===== src/common/cache_geom_pkg.sv =====
package cache_geom_pkg;

    // Line and word geometry
    localparam int LINE_BITS      = 128;
    localparam int WORDS_PER_LINE = 4;
    localparam int WORD_BITS      = LINE_BITS / WORDS_PER_LINE;

    // Two ways of sixteen sets
    localparam int SET_COUNT = 16;
    localparam int WAY_COUNT = 2;

    localparam int TAG_BITS      = 24;
    localparam int SET_BITS      = $clog2(SET_COUNT);
    localparam int WORD_OFF_BITS = $clog2(WORDS_PER_LINE);
    localparam int BYTE_OFF_BITS = 2;

    // Word 0 sits in the low bits of the line
    typedef logic [WORDS_PER_LINE-1:0][WORD_BITS-1:0] cache_line_t;

    /*
     31                      8 7    4 3  2 1  0
     +------------------------+------+----+----+
     |          TAG           | SET  | WO | BO |
     +------------------------+------+----+----+
    */
    typedef struct packed {
        logic [TAG_BITS-1:0]      tag;
        logic [SET_BITS-1:0]      set_idx;
        logic [WORD_OFF_BITS-1:0] word_off;
        logic [BYTE_OFF_BITS-1:0] byte_off;
    } addr_fields_t;

    // Same 32 bits seen as a bus address or as cache fields
    typedef union packed {
        logic [31:0]  raw;
        addr_fields_t fields;
    } cache_addr_u;

endpackage


===== src/common/mem_access_pkg.sv =====
package mem_access_pkg;

    // Load funct3 codes (we low)
    localparam logic [2:0] LB  = 3'b000;
    localparam logic [2:0] LH  = 3'b001;
    localparam logic [2:0] LW  = 3'b010;
    localparam logic [2:0] LBU = 3'b100;
    localparam logic [2:0] LHU = 3'b101;

    // Store funct3 codes (we high)
    localparam logic [2:0] SB = 3'b000;
    localparam logic [2:0] SH = 3'b001;
    localparam logic [2:0] SW = 3'b010;

    typedef enum logic [1:0] {
        SIZE_BYTE = 2'd0,
        SIZE_HALF = 2'd1,
        SIZE_WORD = 2'd2
    } access_size_e;

    typedef struct packed {
        logic                        valid;
        logic                        we;
        logic [2:0]                  funct3;
        cache_geom_pkg::cache_addr_u addr;
        logic [31:0]                 wdata;
    } cpu_req_t;

    typedef struct packed {
        logic                        valid;
        logic                        is_store;
        logic                        illegal;     // Unknown funct3 for this direction
        access_size_e                size;
        logic                        sign;
        cache_geom_pkg::cache_addr_u addr;
        logic [3:0]                  byte_mask;   // Zero for loads
        logic [31:0]                 store_data;  // Already in its byte lanes
    } decoded_req_t;

    typedef struct packed {
        logic         valid;
        logic         hit;
        logic         err;
        logic [31:0]  raw_word;
        logic [1:0]   byte_off;
        access_size_e size;
        logic         sign;
    } ctrl_result_t;

    typedef struct packed {
        logic        valid;
        logic        hit;
        logic        err;
        logic [31:0] rdata;
    } cpu_resp_t;

    typedef struct packed {
        logic                        read;
        logic                        write;
        cache_geom_pkg::cache_addr_u addr;   // Offsets always zero
        cache_geom_pkg::cache_line_t wdata;
    } mem_req_t;

    typedef struct packed {
        logic                        ready;
        cache_geom_pkg::cache_line_t rdata;
    } mem_resp_t;

endpackage


===== src/cache/dcache_load_align.sv =====
`timescale 1ns/1ns

module dcache_load_align (
    input  mem_access_pkg::ctrl_result_t result,
    output mem_access_pkg::cpu_resp_t    cpu_resp
);

    logic [31:0] shifted;  // Addressed byte moved down to bit 0
    logic        ext;

    assign shifted = result.raw_word >> {result.byte_off, 3'b000};

    always_comb begin
        cpu_resp.valid = result.valid;
        cpu_resp.hit   = result.hit;
        cpu_resp.err   = result.err;

        // Stores and errors arrive with a zero word
        case (result.size)
            mem_access_pkg::SIZE_BYTE: begin
                ext            = result.sign & shifted[7];
                cpu_resp.rdata = {{24{ext}}, shifted[7:0]};
            end
            mem_access_pkg::SIZE_HALF: begin
                ext            = result.sign & shifted[15];
                cpu_resp.rdata = {{16{ext}}, shifted[15:0]};
            end
            default: begin
                ext            = 1'b0;
                cpu_resp.rdata = result.raw_word;
            end
        endcase
    end

endmodule


===== config.mk =====
export PLATFORM = sky130hd
export DESIGN_NAME = dcache_load_align
export DESIGN_NICKNAME = d
export VERILOG_FILES = /design/src/common/cache_geom_pkg.sv /design/src/common/mem_access_pkg.sv /design/src/cache/dcache_load_align.sv
export SDC_FILE = /design/constraint.sdc
export NUM_CORES = 1
export LEC_CHECK = 0
export BUFFER_PORTS_ARGS = -buffer_cell sky130_fd_sc_hd__buf_2
export CAP_MARGIN = 0
export CELL_PAD_IN_SITES_DETAIL_PLACEMENT = 2
export CELL_PAD_IN_SITES_GLOBAL_PLACEMENT = 2
export CORE_AREA = 2 2 70 72
export DETAILED_ROUTE_END_ITERATION = 10
export DIE_AREA = 0 0 72 74
export PLACE_DENSITY = 0.93
export SYNTH_ARGS = -nofsm -noshare
export SYNTH_HDL_FRONTEND = slang
export SYNTH_SLANG_ARGS = --single-unit

===== constraint.sdc =====
create_clock -name vclk -period 2
set_input_delay 0.3 -clock vclk [all_inputs]
set_output_delay 0.3 -clock vclk [all_outputs]
set_load 0.01 [all_outputs]

==> metrics.txt <==
count of filler cells inserted in the layout=567; Crit Path Class=primary input to output port; Post-Route Utilization=27.2%; ratio of total power to cell area=283 nW/um^2; total power of the final layout=between 300 and 400 uW; Seq cells=0; Via Count=roughly 1,200; first-iteration detailed-routing DRC count=35; count of endpoints failing setup in the final report=0; part of the power in combinational logic=100.0%; overall track demand over capacity in global routing=14.1%; cell area after synthesis=759 sq um; site row count=25; Storage cell area=0 sq um; mean instance size in the synthesized netlist=6.60 sq um; part of the total power dissipated in the clock network=0%; drt via density=4.99; number of antenna cells inserted=0; DP Wirelength=3.18 mm; Area growth syn-to-layout=64.7%; fraction of power spent switching nets=54.3%; Hold Fails Final Rpt=0; dpl cell area=1160 sq um; Port-buffer cells=69; Worst setup EP type=output port; average routed wire per standard cell=17.3 um; area enclosed by the die boundary=5330 sq um; Pleak=0.669 nW; transition time at the pin with the least slew margin=425 ps; number of global-route vias before repair=1,258; relative contribution of sequential cells to total power=0%; initial cell density of the core=16.5%; vertical die dimension=~74 um; post-layout min period=1980 ps; worst min-delay path class=primary input to output port; overall routed net length=between 4 and 5 mm; fraction of final layout cells with drive strength greater than 1=50.0%; first-pass detailed-route iteration total=3; switching power=192 uW; result of the run=finished clean; GP Congestion=0.765; yosys synthesis warning count=0; number of max-cap violations=0; pin count of the biggest net entering global routing=22; part of the Yosys area used for sequential elements=0%; total number of nets in the final design=between 200 and 250; DRT antenna net count=0; number of remaining DRC errors=0; headroom to the max-slew limit=71.6%; area of all placed cells without fillers=1250 sq um; I/O Pins=75; fraction of the cycle the final worst path needs=roughly 100%; data required time of the worst path=roughly 1700 ps; post-synthesis cell count=115; hold buffers post-CTS=0; pins over their slew limit=0; total of clock buffers placed in the layout=0; Syn Nets=155; critical path peak fanout=7; Floorplan Core Area=between 4000 and 5000 sq um; Worst Setup Start Kind=primary input; signal arrival time at the worst endpoint=around 1700 ps; post-synth cell types=24; total congestion overflow after global routing=0; unrepaired setup endpoints after global routing=true; highest attainable clock frequency=0.504 GHz; first-pass GRT wire length=6.16 mm; Post-Route Setup TNS=0 ps; Pint=162 uW; Die W=72 um; initial antenna violation count=0; maximum resistive drop on vdd=0.0428 mV
==> critical path, stage by stage <==
cell and delay, ps:
sky130_fd_sc_hd__buf_8 70, sky130_fd_sc_hd__mux4_2 530, sky130_fd_sc_hd__a221oi_4 360, sky130_fd_sc_hd__buf_6 200, sky130_fd_sc_hd__o21ai_2 70, sky130_fd_sc_hd__buf_2 160
==> cell usage in the layout (no fill, tap or decap), types with 5 or more instances in the layout <==
cell type,netlist,routed
sky130_fd_sc_hd__nand3b_1,7,7
sky130_fd_sc_hd__o21ai_1,10,11
sky130_fd_sc_hd__buf_6,2,7
sky130_fd_sc_hd__o2bb2ai_1,6,6
sky130_fd_sc_hd__buf_4,3,8
sky130_fd_sc_hd__o21ai_2,0,5
sky130_fd_sc_hd__buf_2,0,64
sky130_fd_sc_hd__nand2_1,28,27
sky130_fd_sc_hd__o31ai_1,7,7
sky130_fd_sc_hd__a22o_1,6,6
sky130_fd_sc_hd__o211a_1,7,7
sky130_fd_sc_hd__mux2i_1,7,7
==> cell usage after synthesis (all sizes together) (5+ instances only) <==
| master | n | area [sq um] |
|---|---|---|
| clkbuf | 10 | 37.5 |
| a22o | 6 | 52.6 |
| buf | 5 | 45.0 |
| o2bb2ai | 6 | 52.6 |
| o211a | 7 | 70.1 |
| o21ai | 17 | 85.1 |
| mux2i | 7 | 70.1 |
| nand3b | 7 | 52.6 |
| o31ai | 7 | 52.6 |
| nand2 | 28 | 105 |
==> logic make-up (layout without fill, tap and decap cells) <==
kind of cell / count (synthesis) / count (layout) / share of synthesized area [%]
mux: 9 / 9 / 13.7
simple gates: 39 / 39 / 24.4
buf+inv: 18 / 83 / 12.4
compound gates: 49 / 49 / 49.6
==> through the flow <==
| step | std cells | hold slack, ps | worst slack (ps) |
|---|---|---|---|
| 5_1_grt | 234 | 600 | -60.4 |
| 3_5_place_dp | 233 | 600 | -92.7 |
| 2_1_floorplan | 115 | 692 | 76.0 |
| 3_3_place_gp | 233 | 600 | -31.8 |
| 6_report | 234 | 600 | 17.8 |
| 4_1_cts | 233 | 600 | -14.0 |
==> routing by layer <==
layer | vias to the layer above | GRT usage [%] | routed length (um) | part of all wire [%]
li1 | 560 | - | - | -
met1 | 566 | 17.7 | 1690 | 42
met2 | 37 | 27.2 | 2130 | 53
met4 | 0 | 1.05 | 18 | 0.44
met5 | - | 0 | 0 | 0
met3 | 4 | 1.49 | 203 | 5.0
==> power by group through the flow <==
stage,clock [mW],sequential (mW),combinational (mW)
5_1_grt,0,0,0.389
3_3_place_gp,0,0,0.321
6_report,0,0,0.354
3_5_place_dp,0,0,0.330
2_1_floorplan,0,0,0.185
4_1_cts,0,0,0.339
==> area by class of cell <==
type | count | area [sq um] | area share [%]
Tap cell | 54 | 67.6 | 5.40
Timing Repair Buffer | 80 | 474 | 37.9
Inverter | 3 | 11.3 | 0.900
Multi-Input combinational cell | 97 | 698 | 55.8
==> what timing repair did <==
action	in CTS	in global routing
gates resized for setup	8	17
setup buffers	0	1
pin swaps	1	1
setup endpoints to repair	23	23
==> worst paths after layout <==
| path | start | to | slack [ps] | cells after the start |
|---|---|---|---|---|
| worst max-delay path | result[4] | cpu_resp[21] | 20 | 6 |
| worst min-delay path | result[39] | cpu_resp[34] | 600 | 0 |
Note: power is estimated with default switching activity, not from simulation.
