--- src/common/cache_geom_pkg.sv ---
package cache_geom_pkg;

    // Line and word geometry
    localparam int LINE_BITS      = 128;
    localparam int WORDS_PER_LINE = 4;
    localparam int WORD_BITS      = LINE_BITS / WORDS_PER_LINE;

    // Two ways of sixteen sets
    localparam int SET_COUNT = 16;
    localparam int WAY_COUNT = 2;

    localparam int TAG_BITS      = 24;
    localparam int SET_BITS      = $clog2(SET_COUNT);
    localparam int WORD_OFF_BITS = $clog2(WORDS_PER_LINE);
    localparam int BYTE_OFF_BITS = 2;

    // Word 0 sits in the low bits of the line
    typedef logic [WORDS_PER_LINE-1:0][WORD_BITS-1:0] cache_line_t;

    /*
     31                      8 7    4 3  2 1  0
     +------------------------+------+----+----+
     |          TAG           | SET  | WO | BO |
     +------------------------+------+----+----+
    */
    typedef struct packed {
        logic [TAG_BITS-1:0]      tag;
        logic [SET_BITS-1:0]      set_idx;
        logic [WORD_OFF_BITS-1:0] word_off;
        logic [BYTE_OFF_BITS-1:0] byte_off;
    } addr_fields_t;

    // Same 32 bits seen as a bus address or as cache fields
    typedef union packed {
        logic [31:0]  raw;
        addr_fields_t fields;
    } cache_addr_u;

endpackage

--- src/common/mem_access_pkg.sv ---
package mem_access_pkg;

    // Load funct3 codes (we low)
    localparam logic [2:0] LB  = 3'b000;
    localparam logic [2:0] LH  = 3'b001;
    localparam logic [2:0] LW  = 3'b010;
    localparam logic [2:0] LBU = 3'b100;
    localparam logic [2:0] LHU = 3'b101;

    // Store funct3 codes (we high)
    localparam logic [2:0] SB = 3'b000;
    localparam logic [2:0] SH = 3'b001;
    localparam logic [2:0] SW = 3'b010;

    typedef enum logic [1:0] {
        SIZE_BYTE = 2'd0,
        SIZE_HALF = 2'd1,
        SIZE_WORD = 2'd2
    } access_size_e;

    typedef struct packed {
        logic                        valid;
        logic                        we;
        logic [2:0]                  funct3;
        cache_geom_pkg::cache_addr_u addr;
        logic [31:0]                 wdata;
    } cpu_req_t;

    typedef struct packed {
        logic                        valid;
        logic                        is_store;
        logic                        illegal;     // Unknown funct3 for this direction
        access_size_e                size;
        logic                        sign;
        cache_geom_pkg::cache_addr_u addr;
        logic [3:0]                  byte_mask;   // Zero for loads
        logic [31:0]                 store_data;  // Already in its byte lanes
    } decoded_req_t;

    typedef struct packed {
        logic         valid;
        logic         hit;
        logic         err;
        logic [31:0]  raw_word;
        logic [1:0]   byte_off;
        access_size_e size;
        logic         sign;
    } ctrl_result_t;

    typedef struct packed {
        logic        valid;
        logic        hit;
        logic        err;
        logic [31:0] rdata;
    } cpu_resp_t;

    typedef struct packed {
        logic                        read;
        logic                        write;
        cache_geom_pkg::cache_addr_u addr;   // Offsets always zero
        cache_geom_pkg::cache_line_t wdata;
    } mem_req_t;

    typedef struct packed {
        logic                        ready;
        cache_geom_pkg::cache_line_t rdata;
    } mem_resp_t;

endpackage

--- src/cache/dcache_access_decode.sv ---
`timescale 1ns/1ns

module dcache_access_decode (
    input  mem_access_pkg::cpu_req_t     cpu_req,
    output mem_access_pkg::decoded_req_t dec
);

    logic [1:0] byte_off;
    logic [3:0] size_mask;

    assign byte_off = cpu_req.addr.fields.byte_off;

    always_comb begin
        dec       = '0;
        size_mask = 4'b0000;

        dec.valid    = cpu_req.valid;
        dec.addr     = cpu_req.addr;
        dec.is_store = cpu_req.we;

        if (cpu_req.we) begin
            case (cpu_req.funct3)
                mem_access_pkg::SB: dec.size = mem_access_pkg::SIZE_BYTE;
                mem_access_pkg::SH: dec.size = mem_access_pkg::SIZE_HALF;
                mem_access_pkg::SW: dec.size = mem_access_pkg::SIZE_WORD;
                default:            dec.illegal = 1'b1;
            endcase
        end else begin
            case (cpu_req.funct3)
                mem_access_pkg::LB: begin
                    dec.size = mem_access_pkg::SIZE_BYTE;
                    dec.sign = 1'b1;
                end
                mem_access_pkg::LH: begin
                    dec.size = mem_access_pkg::SIZE_HALF;
                    dec.sign = 1'b1;
                end
                mem_access_pkg::LW:  dec.size = mem_access_pkg::SIZE_WORD;
                mem_access_pkg::LBU: dec.size = mem_access_pkg::SIZE_BYTE;
                mem_access_pkg::LHU: dec.size = mem_access_pkg::SIZE_HALF;
                default:             dec.illegal = 1'b1;
            endcase
        end

        // Byte enables only for a legal store, aligned access assumed
        if (cpu_req.we && !dec.illegal) begin
            case (dec.size)
                mem_access_pkg::SIZE_BYTE: size_mask = 4'b0001;
                mem_access_pkg::SIZE_HALF: size_mask = 4'b0011;
                default:                   size_mask = 4'b1111;
            endcase
            dec.byte_mask  = size_mask << byte_off;
            dec.store_data = cpu_req.wdata << {byte_off, 3'b000};  // Move into lanes
        end
    end

endmodule

--- config.mk ---
export PLATFORM = sky130hd
export DESIGN_NAME = dcache_access_decode
export DESIGN_NICKNAME = d
export VERILOG_FILES = /design/src/common/cache_geom_pkg.sv /design/src/common/mem_access_pkg.sv /design/src/cache/dcache_access_decode.sv
export SDC_FILE = /design/constraint.sdc
export NUM_CORES = 1
export LEC_CHECK = 0
export ABC_AREA = 0
export BUFFER_PORTS_ARGS = -buffer_cell sky130_fd_sc_hd__clkbuf_2
export CAP_MARGIN = 5
export CELL_PAD_IN_SITES_DETAIL_PLACEMENT = 1
export CELL_PAD_IN_SITES_GLOBAL_PLACEMENT = 1
export CORE_MARGIN = 2
export CORE_UTILIZATION = 20
export DETAILED_ROUTE_END_ITERATION = 7
export PLACE_DENSITY = 0.81
export SYNTH_ARGS = -nofsm -noshare
export SYNTH_HDL_FRONTEND = slang
export SYNTH_SLANG_ARGS = --single-unit
--- constraint.sdc ---
create_clock -name vclk -period 2
set_input_delay 0.6 -clock vclk [all_inputs]
set_output_delay 0.6 -clock vclk [all_outputs]
set_load 0.05 [all_outputs]
==> results of run 1 <==
## critical path: cells and delay by family
kind                   cells  cell delay (ps)
buffers and inverters      4              610
AND/OR/NAND/NOR            2              500
## Yosys cell counts (3+ instances only)
cell / count
nor3_2: 9
buf_2: 4
a2bb2oi_1: 8
buf_6: 3
a211oi_1: 16
and2b_1: 5
nor2_1: 8
buf_4: 35
and2_1: 9
buf_8: 3
nor2b_1: 5
mux2i_1: 16
nand2_1: 3
## final cells by class
class | count | share of cell area [%]
inverters | 1 | 0.132
well taps | 70 | 3.08
multi-input cells | 90 | 42.7
repair buffers | 134 | 54.1
## logic make-up after synthesis
| family | after synthesis | synth area share, % |
|---|---|---|
| AOI/OAI and AO/OA | 30 | 22.3 |
| and+or+nand+nor | 44 | 29.6 |
| buffers and inverters | 47 | 33.6 |
| muxes | 16 | 14.6 |
## power breakdown
| group | internal, W | switching, W |
|---|---|---|
| clock | 0 | 0 |
| sequential | 0 | 0 |
| combinational | 0.000335 | 0.000354 |
| total | 0.000335 | 0.000354 |
## path summary, 6_finish.rpt
path / end / slack [ps]
worst min-delay path: dec[45] / 1200
worst max-delay path: dec[1] / -310
## metal layers
metal  up-vias  GRT usage (%)
met5         -              0
met4         0           2.28
met3         8           1.61
met2        58           34.2
met1       639           19.2
li1        628              -
## timing repair
action,in CTS,in global routing
gates cloned,3,1
pin swaps,8,19
setup buffers,13,7
endpoints found under the setup margin,38,40
gates resized for setup,120,66
## stage by stage
step	hold slack [ps]	TNS, ps	worst slack [ps]	std cells
after global placement	1200	-10400	-366	274
final	1200	-7960	-309	295
after floorplan	1270	-10000	-549	137
after detailed placement	1200	-11570	-426	274
after global routing	1200	-9410	-365	295
after CTS	1200	-7980	-293	289
==> impl_results.md, run 1 <==
- Outcome: finished with violations
- Failing checks: setup timing
- Number of global-route vias before repair: 1497
- Core area: 0.00520 mm2
- Syn_area_per_cell: 8.03 um2
- Clk_buf instances: 0
- Post-Syn Nets: 206
- Crit path from: cpu_req[33]
- Pin count of the biggest net entering global routing: 19
- Min-Delay Startpoint: cpu_req[41]
- Initial core utilization: 21.1%
- Crit path cell chain: clkbuf_16 -> buf_16 -> nor4b_4 -> buf_6 -> and2_4 -> buf_8
- Crit path time final: 2310 ps
- Hold depth: 0
- DIE HEIGHT: 78.2 um
- Slew HR: 72.9%
- Final Hold Fails: 0
- Met3 WL: 287 um
- Die area: 0.00611 mm2
- DPL Wire Length: 3210 um
- Critical Path Sink Type: output port
- Multi-input logic area: 0.00122 mm2
- Max incr delay on CP: 340 ps
- Sequential cell area: 0 um2
- Maxcap violations: 0
- Post-CTS Hold Fix Bufs: 0
- All-layer global routing usage: 16.9%
- Chip Width: 78.2 um
- WL per Instance: 18.5 um
- # rows: 26
- Metal1 wirelength: 1950 um
- DR iter-0 viols: 8
- WL met2: 3170 um
- CP startpoint kind: input port
- Initial antenna violation count: 0
- CP required: 1400 ps
- Ys Warns: 0
- Fill count: 549
- Synthesized cell area: 0.00110 mm2
- Commonest non-fill, non-tap cells in the layout: 35 x clkbuf_2, 32 x buf_8, 23 x buf_4
- Worst-path fanout max: 6
- Seq cells: 0
- Placed inst area: 0.00188 mm2
- Final standard cell area without fillers: 0.00285 mm2
- Top sig layer: met4
- Area growth, synth to finish: 159%
- CP Class: input port to output port
- Routed via count: 1333
- Setup-failing EPs final: 37
- Critical Path AT: 1710 ps
- Nets: 296
- GRT overflow: 0
- Crit share post-route: 115%
- # IOs: 143
- Synthesized instance count: 137
- Inserted Diodes: 0
- Final Wtd Congestion: 0.707
- Distinct cells, synth: 23
- RSZ-0062 raised after global routing: yes
- Sequential-to-total area share from yosys stat: 0%
- First-pass GRT wire length: 8140 um
- Antenna-violating nets left: 0
- Final worst setup slack: -309 ps
- IO buf count: 81
- Top cells by area, synth: buf_4 24%, mux2i_1 15%, a211oi_1 11%
- Layout cell share with drive strength beyond 1: 91.1%
- Vias per cell: 4.52
- Pins over their slew limit: 0
- Upper clock frequency limit: 0.433 GHz
- Most common cell after layout, fill and taps aside: clkbuf_2
- # DRC: 0
- Post-synth top area share: 23.9%
- Critical Path Slowest Stage Cell: nor4b_4
- Least-Margin Pin Slew: 405 ps
- Total power: 0.000690 W
- Hold Path Class: input port to output port
- First-pass DRT Iterations: 3
- Area leader, netlist: buf_4
- Final wirelength: 5460 um
- Post-Route Utilization: 54.7%
- Worst VDD drop: 0.000146 V
- P_leak: 1.20 nW
- Pwr Density: 242 mW/mm2
Note: power is estimated with default switching activity, not from simulation.
==> inputs of run 2 (changes only) <==
--- a/config.mk
+++ b/config.mk
@@ -8,3 +8,2 @@
 export ABC_AREA = 0
-export BUFFER_PORTS_ARGS = -buffer_cell sky130_fd_sc_hd__clkbuf_2
 export CAP_MARGIN = 5
@@ -13,5 +12,6 @@
 export CORE_MARGIN = 2
-export CORE_UTILIZATION = 20
+export CORE_UTILIZATION = 40
 export DETAILED_ROUTE_END_ITERATION = 7
-export PLACE_DENSITY = 0.81
+export DONT_BUFFER_PORTS = 1
+export PLACE_DENSITY = 0.8
 export SYNTH_ARGS = -nofsm -noshare
==> constraint.sdc (replaced) <==
create_clock -name vclk -period 2
set_input_delay 0.1 -clock vclk [all_inputs]
set_output_delay 0.1 -clock vclk [all_outputs]
set_load 0.05 [all_outputs]
==> impl_results.md, run 2 (synthesis gave the netlist of run 1 again) <==
- Critical Path Sink Type: output port
- Nets: 201
- Hold Path Sink: dec[45]
- First-pass DRT Iterations: 4
- DPL Wire Length: 2550 um
- Pins over their slew limit: 0
- # DRC: 0
- DIE HEIGHT: 56.4 um
- Most common cell after layout, fill and taps aside: buf_4
- Inserted Diodes: 0
- Pwr Density: 229 mW/mm2
- Worst VDD drop: 0.000138 V
- CP required: 1900 ps
- Setup WS pre-CTS: 761 ps
- DR iter-0 viols: 20
- Sequential cell area: 0 um2
- Layout cell share with drive strength beyond 1: 47.7%
- Area growth, synth to finish: 0.114%
- Setup tns final: 0 ps
- Vias per cell: 6.04
- Post-CTS Hold Fix Bufs: 0
- Placed cells: 161
- IO buf count: 0
- Routed via count: 973
- Hold Path Class: input port to output port
- CP startpoint kind: input port
- Final Hold Fails: 0
- Crit path time final: 1230 ps
- Final Wtd Congestion: 0.733
- # IOs: 143
- Worst-path fanout max: 9
- Outcome: completed
- All-layer global routing usage: 18.9%
- Clk_buf instances: 0
- Post-CTS Setup Repair Bufs: 0
- Initial core utilization: 40.9%
- WHS: 200 ps
- Non-filler instance count after layout: 161
- Chip Width: 56.4 um
- Commonest non-fill, non-tap cells in the layout: 39 x buf_4, 16 x mux2i_1
- CTS resizes: 0
- Seq cells: 0
- GRT overflow: 0
- Slew HR: 65.5%
- Min-Delay Startpoint: cpu_req[41]
- Critical Path AT: 1130 ps
- # rows: 19
- Final worst setup slack: 769 ps
- Pin count of the biggest net entering global routing: 40
- Core area: 0.00269 mm2
- Die area: 0.00318 mm2
- CP Class: input port to output port
- Setup-failing EPs final: 0
- RSZ-0062 raised after global routing: no
- Antenna-violating nets left: 0
- Upper clock frequency limit: 0.813 GHz
- Fill count: 343
- Initial antenna violation count: 0
- Crit share post-route: 61.5%
- P_leak: 0.498 nW
- Hold depth: 0
- Final wirelength: 3210 um
- Maxcap violations: 0
- First-pass GRT wire length: 5000 um
- Number of global-route vias before repair: 983
- WL per Instance: 19.9 um
- Least-Margin Pin Slew: 515 ps
-- run 2: cell type report --
type	instances	area [um2]	area share (%)
inverters	1	3.75	0.341
well taps	31	38.8	3.52
repair buffers	39	293	26.6
multi-input cells	90	766	69.5
-- run 2: per-stage QoR --
stage	area [um2]	utilization, %	total power, W
2_1_floorplan	1100	-	0.000417
3_3_place_gp	1100	41.0	0.000245
3_5_place_dp	1100	41.0	0.000255
4_1_cts	1100	41.0	0.000255
5_1_grt	1100	41.0	0.000266
6_report	1100	41.0	0.000252
-- run 2: worst max path at each step --
stage | start | to | slack [ps] | cells after the start
floorplan | cpu_req[32] | dec[29] | 140 | 4
global placement | cpu_req[65] | dec[2] | 850 | 4
detailed placement | cpu_req[65] | dec[3] | 760 | 4
CTS | cpu_req[65] | dec[3] | 760 | 4
global route | cpu_req[65] | dec[3] | 680 | 4
finish | cpu_req[65] | dec[3] | 770 | 4
-- run 2: routing by layer --
| metal | wire [um] | vias up | global-route usage (%) |
|---|---|---|---|
| met1 | 1140 | 450 | 20.4 |
| met4 | 52 | 0 | 5.44 |
| li1 | - | 445 | - |
| met5 | 0 | - | 0 |
| met3 | 280 | 12 | 4.61 |
| met2 | 1740 | 66 | 35.9 |
-- run 2: worst max-delay path, cell delays in order --
cell	delay [ps]
nand2_1	130
nor4b_4	480
and2_1	220
buf_4	200
-- run 2: where the power goes --
part / switching [W] / internal [W] / leakage (nW)
clock: 0 / 0 / 0
sequential: 0 / 0 / 0
combinational: 0.000161 / 0.0000909 / 0.498
==> inputs of run 3 (changes only) <==
Settings changed: CORE_UTILIZATION 40 to 38, PLACE_DENSITY 0.8 to 0.79.
Clock period 2 ns to 1.05 ns, I/O delays scaled along.
==> impl_results.md, run 3 (synthesis gave the netlist of run 1 again) <==
- Hold Path Sink: dec[59]
- Routed via count: 954
- GRT overflow: 0
- Layout cell share with drive strength beyond 1: 63.5%
- CP top delay family: buffers and inverters
- CP startpoint kind: input port
- Hold Path Class: input port to output port
- Maxcap violations: 0
- IO buf count: 0
- RSZ-0062 raised after global routing: no
- Upper clock frequency limit: 0.975 GHz
- Nets: 197
- Pins over their slew limit: 0
- Worst-path fanout max: 15
- Most common cell after layout, fill and taps aside: buf_12
- Clk_buf instances: 0
- Chip Width: 57.8 um
- Commonest non-fill, non-tap cells in the layout: 25 x buf_12, 13 x mux2i_1, 9 x a211oi_1, 9 x nor3_4, 9 x buf_4
- Combinational Power Share: 100.0%
- All-layer global routing usage: 18.3%
- # DRC: 0
- Final standard cell area without fillers: 0.00158 mm2
- Post-CTS Setup Repair Bufs: 0
- Inserted Diodes: 0
- Placed cells: 157
- Sequential power share: 0%
- Seq cells: 0
- Least-Margin Pin Slew: 458 ps
- Setup-failing EPs final: 0
- Crit path time final: 1030 ps
- Pwr Density: 419 mW/mm2
- Internal power contribution: 0.000283 W
- Vias per cell: 6.08
- DPL Wire Length: 2660 um
- Core area: 0.00276 mm2
- CP Class: input port to output port
- Critical Path Slowest Stage Cell: a211oi_4
- Outcome: completed
- CP required: 1000 ps
- Clock Power Share: 0%
- DR iter-0 viols: 28
- P_leak: 0.595 nW
- Critical Path AT: 970 ps
- Initial core utilization: 39.9%
- Crit path cell chain: nand2b_4 -> nand2b_4 -> buf_12 -> a211oi_4 -> buf_12
- DIE HEIGHT: 57.8 um
- Total power: 0.000662 W
- Hold depth: 0
- Critical Path Sink Type: output port
- Setup tns final: 0 ps
- Crit share post-route: 97.7%
- WL per Instance: 20.8 um
- # rows: 19
- Slew HR: 69.4%
- P_sw: 0.000379 W
- Sequential cell area: 0 um2
- Non-filler instance count after layout: 157
- Pin count of the biggest net entering global routing: 40
- Antenna-violating nets left: 0
- Max incr delay on CP: 260 ps
- Switching portion of total power: 57.2%
- Post-CTS Hold Fix Bufs: 0
- Initial antenna violation count: 0
- # IOs: 143
- Number of global-route vias before repair: 1022
- Worst VDD drop: 0.000240 V
- Area growth, synth to finish: 43.7%
- Min-Delay Startpoint: cpu_req[55]
- Final Wtd Congestion: 0.666
- Placed inst area: 0.00157 mm2
- Post-Route Utilization: 57.3%
- Crit path buf inv count: 2
- First-pass GRT wire length: 5000 um
- CTS resizes: 1
- Final Hold Fails: 0
- Final wirelength: 3270 um
- Die area: 0.00334 mm2
- First-pass DRT Iterations: 3
-- run 3: area by class of cell --
type                            count  area [um2]
Fill cell                         300        1180
Multi-Input combinational cell     90         958
Timing Repair Buffer               35         579
Tap cell                           31        38.8
Inverter                            1        3.75
-- run 3: worst max path at each step --
stage,to,slack [ps],cells past startpoint,from
final,dec[34],20,5,cpu_req[66]
after global routing,dec[1],2,4,cpu_req[66]
after CTS,dec[1],10,4,cpu_req[66]
after detailed placement,dec[16],-150,4,cpu_req[32]
after global placement,dec[19],-70,4,cpu_req[32]
after floorplan,dec[0],-400,3,cpu_req[66]
-- run 3: power by group through the flow --
stage          sequential [W]  clock, W  combinational, W
2_1_floorplan               0         0          0.000906
3_3_place_gp                0         0          0.000648
3_5_place_dp                0         0          0.000667
4_1_cts                     0         0          0.000669
5_1_grt                     0         0          0.000689
6_report                    0         0          0.000662
-- run 3: routing by layer --
layer | vias up | routed length, um | track usage, %
met1 | 439 | 1020 | 19.5
li1 | 430 | - | -
met4 | 0 | 112 | 6.31
met3 | 24 | 320 | 4.02
met5 | - | 0 | 0
met2 | 61 | 1820 | 35.1
-- run 3: through the flow --
stage	hold slack [ps]	setup slack, ps
after CTS	105	11.5
final	105	24.2
after floorplan	175	-404
after detailed placement	105	-151
after global routing	105	1.76
after global placement	105	-65.2
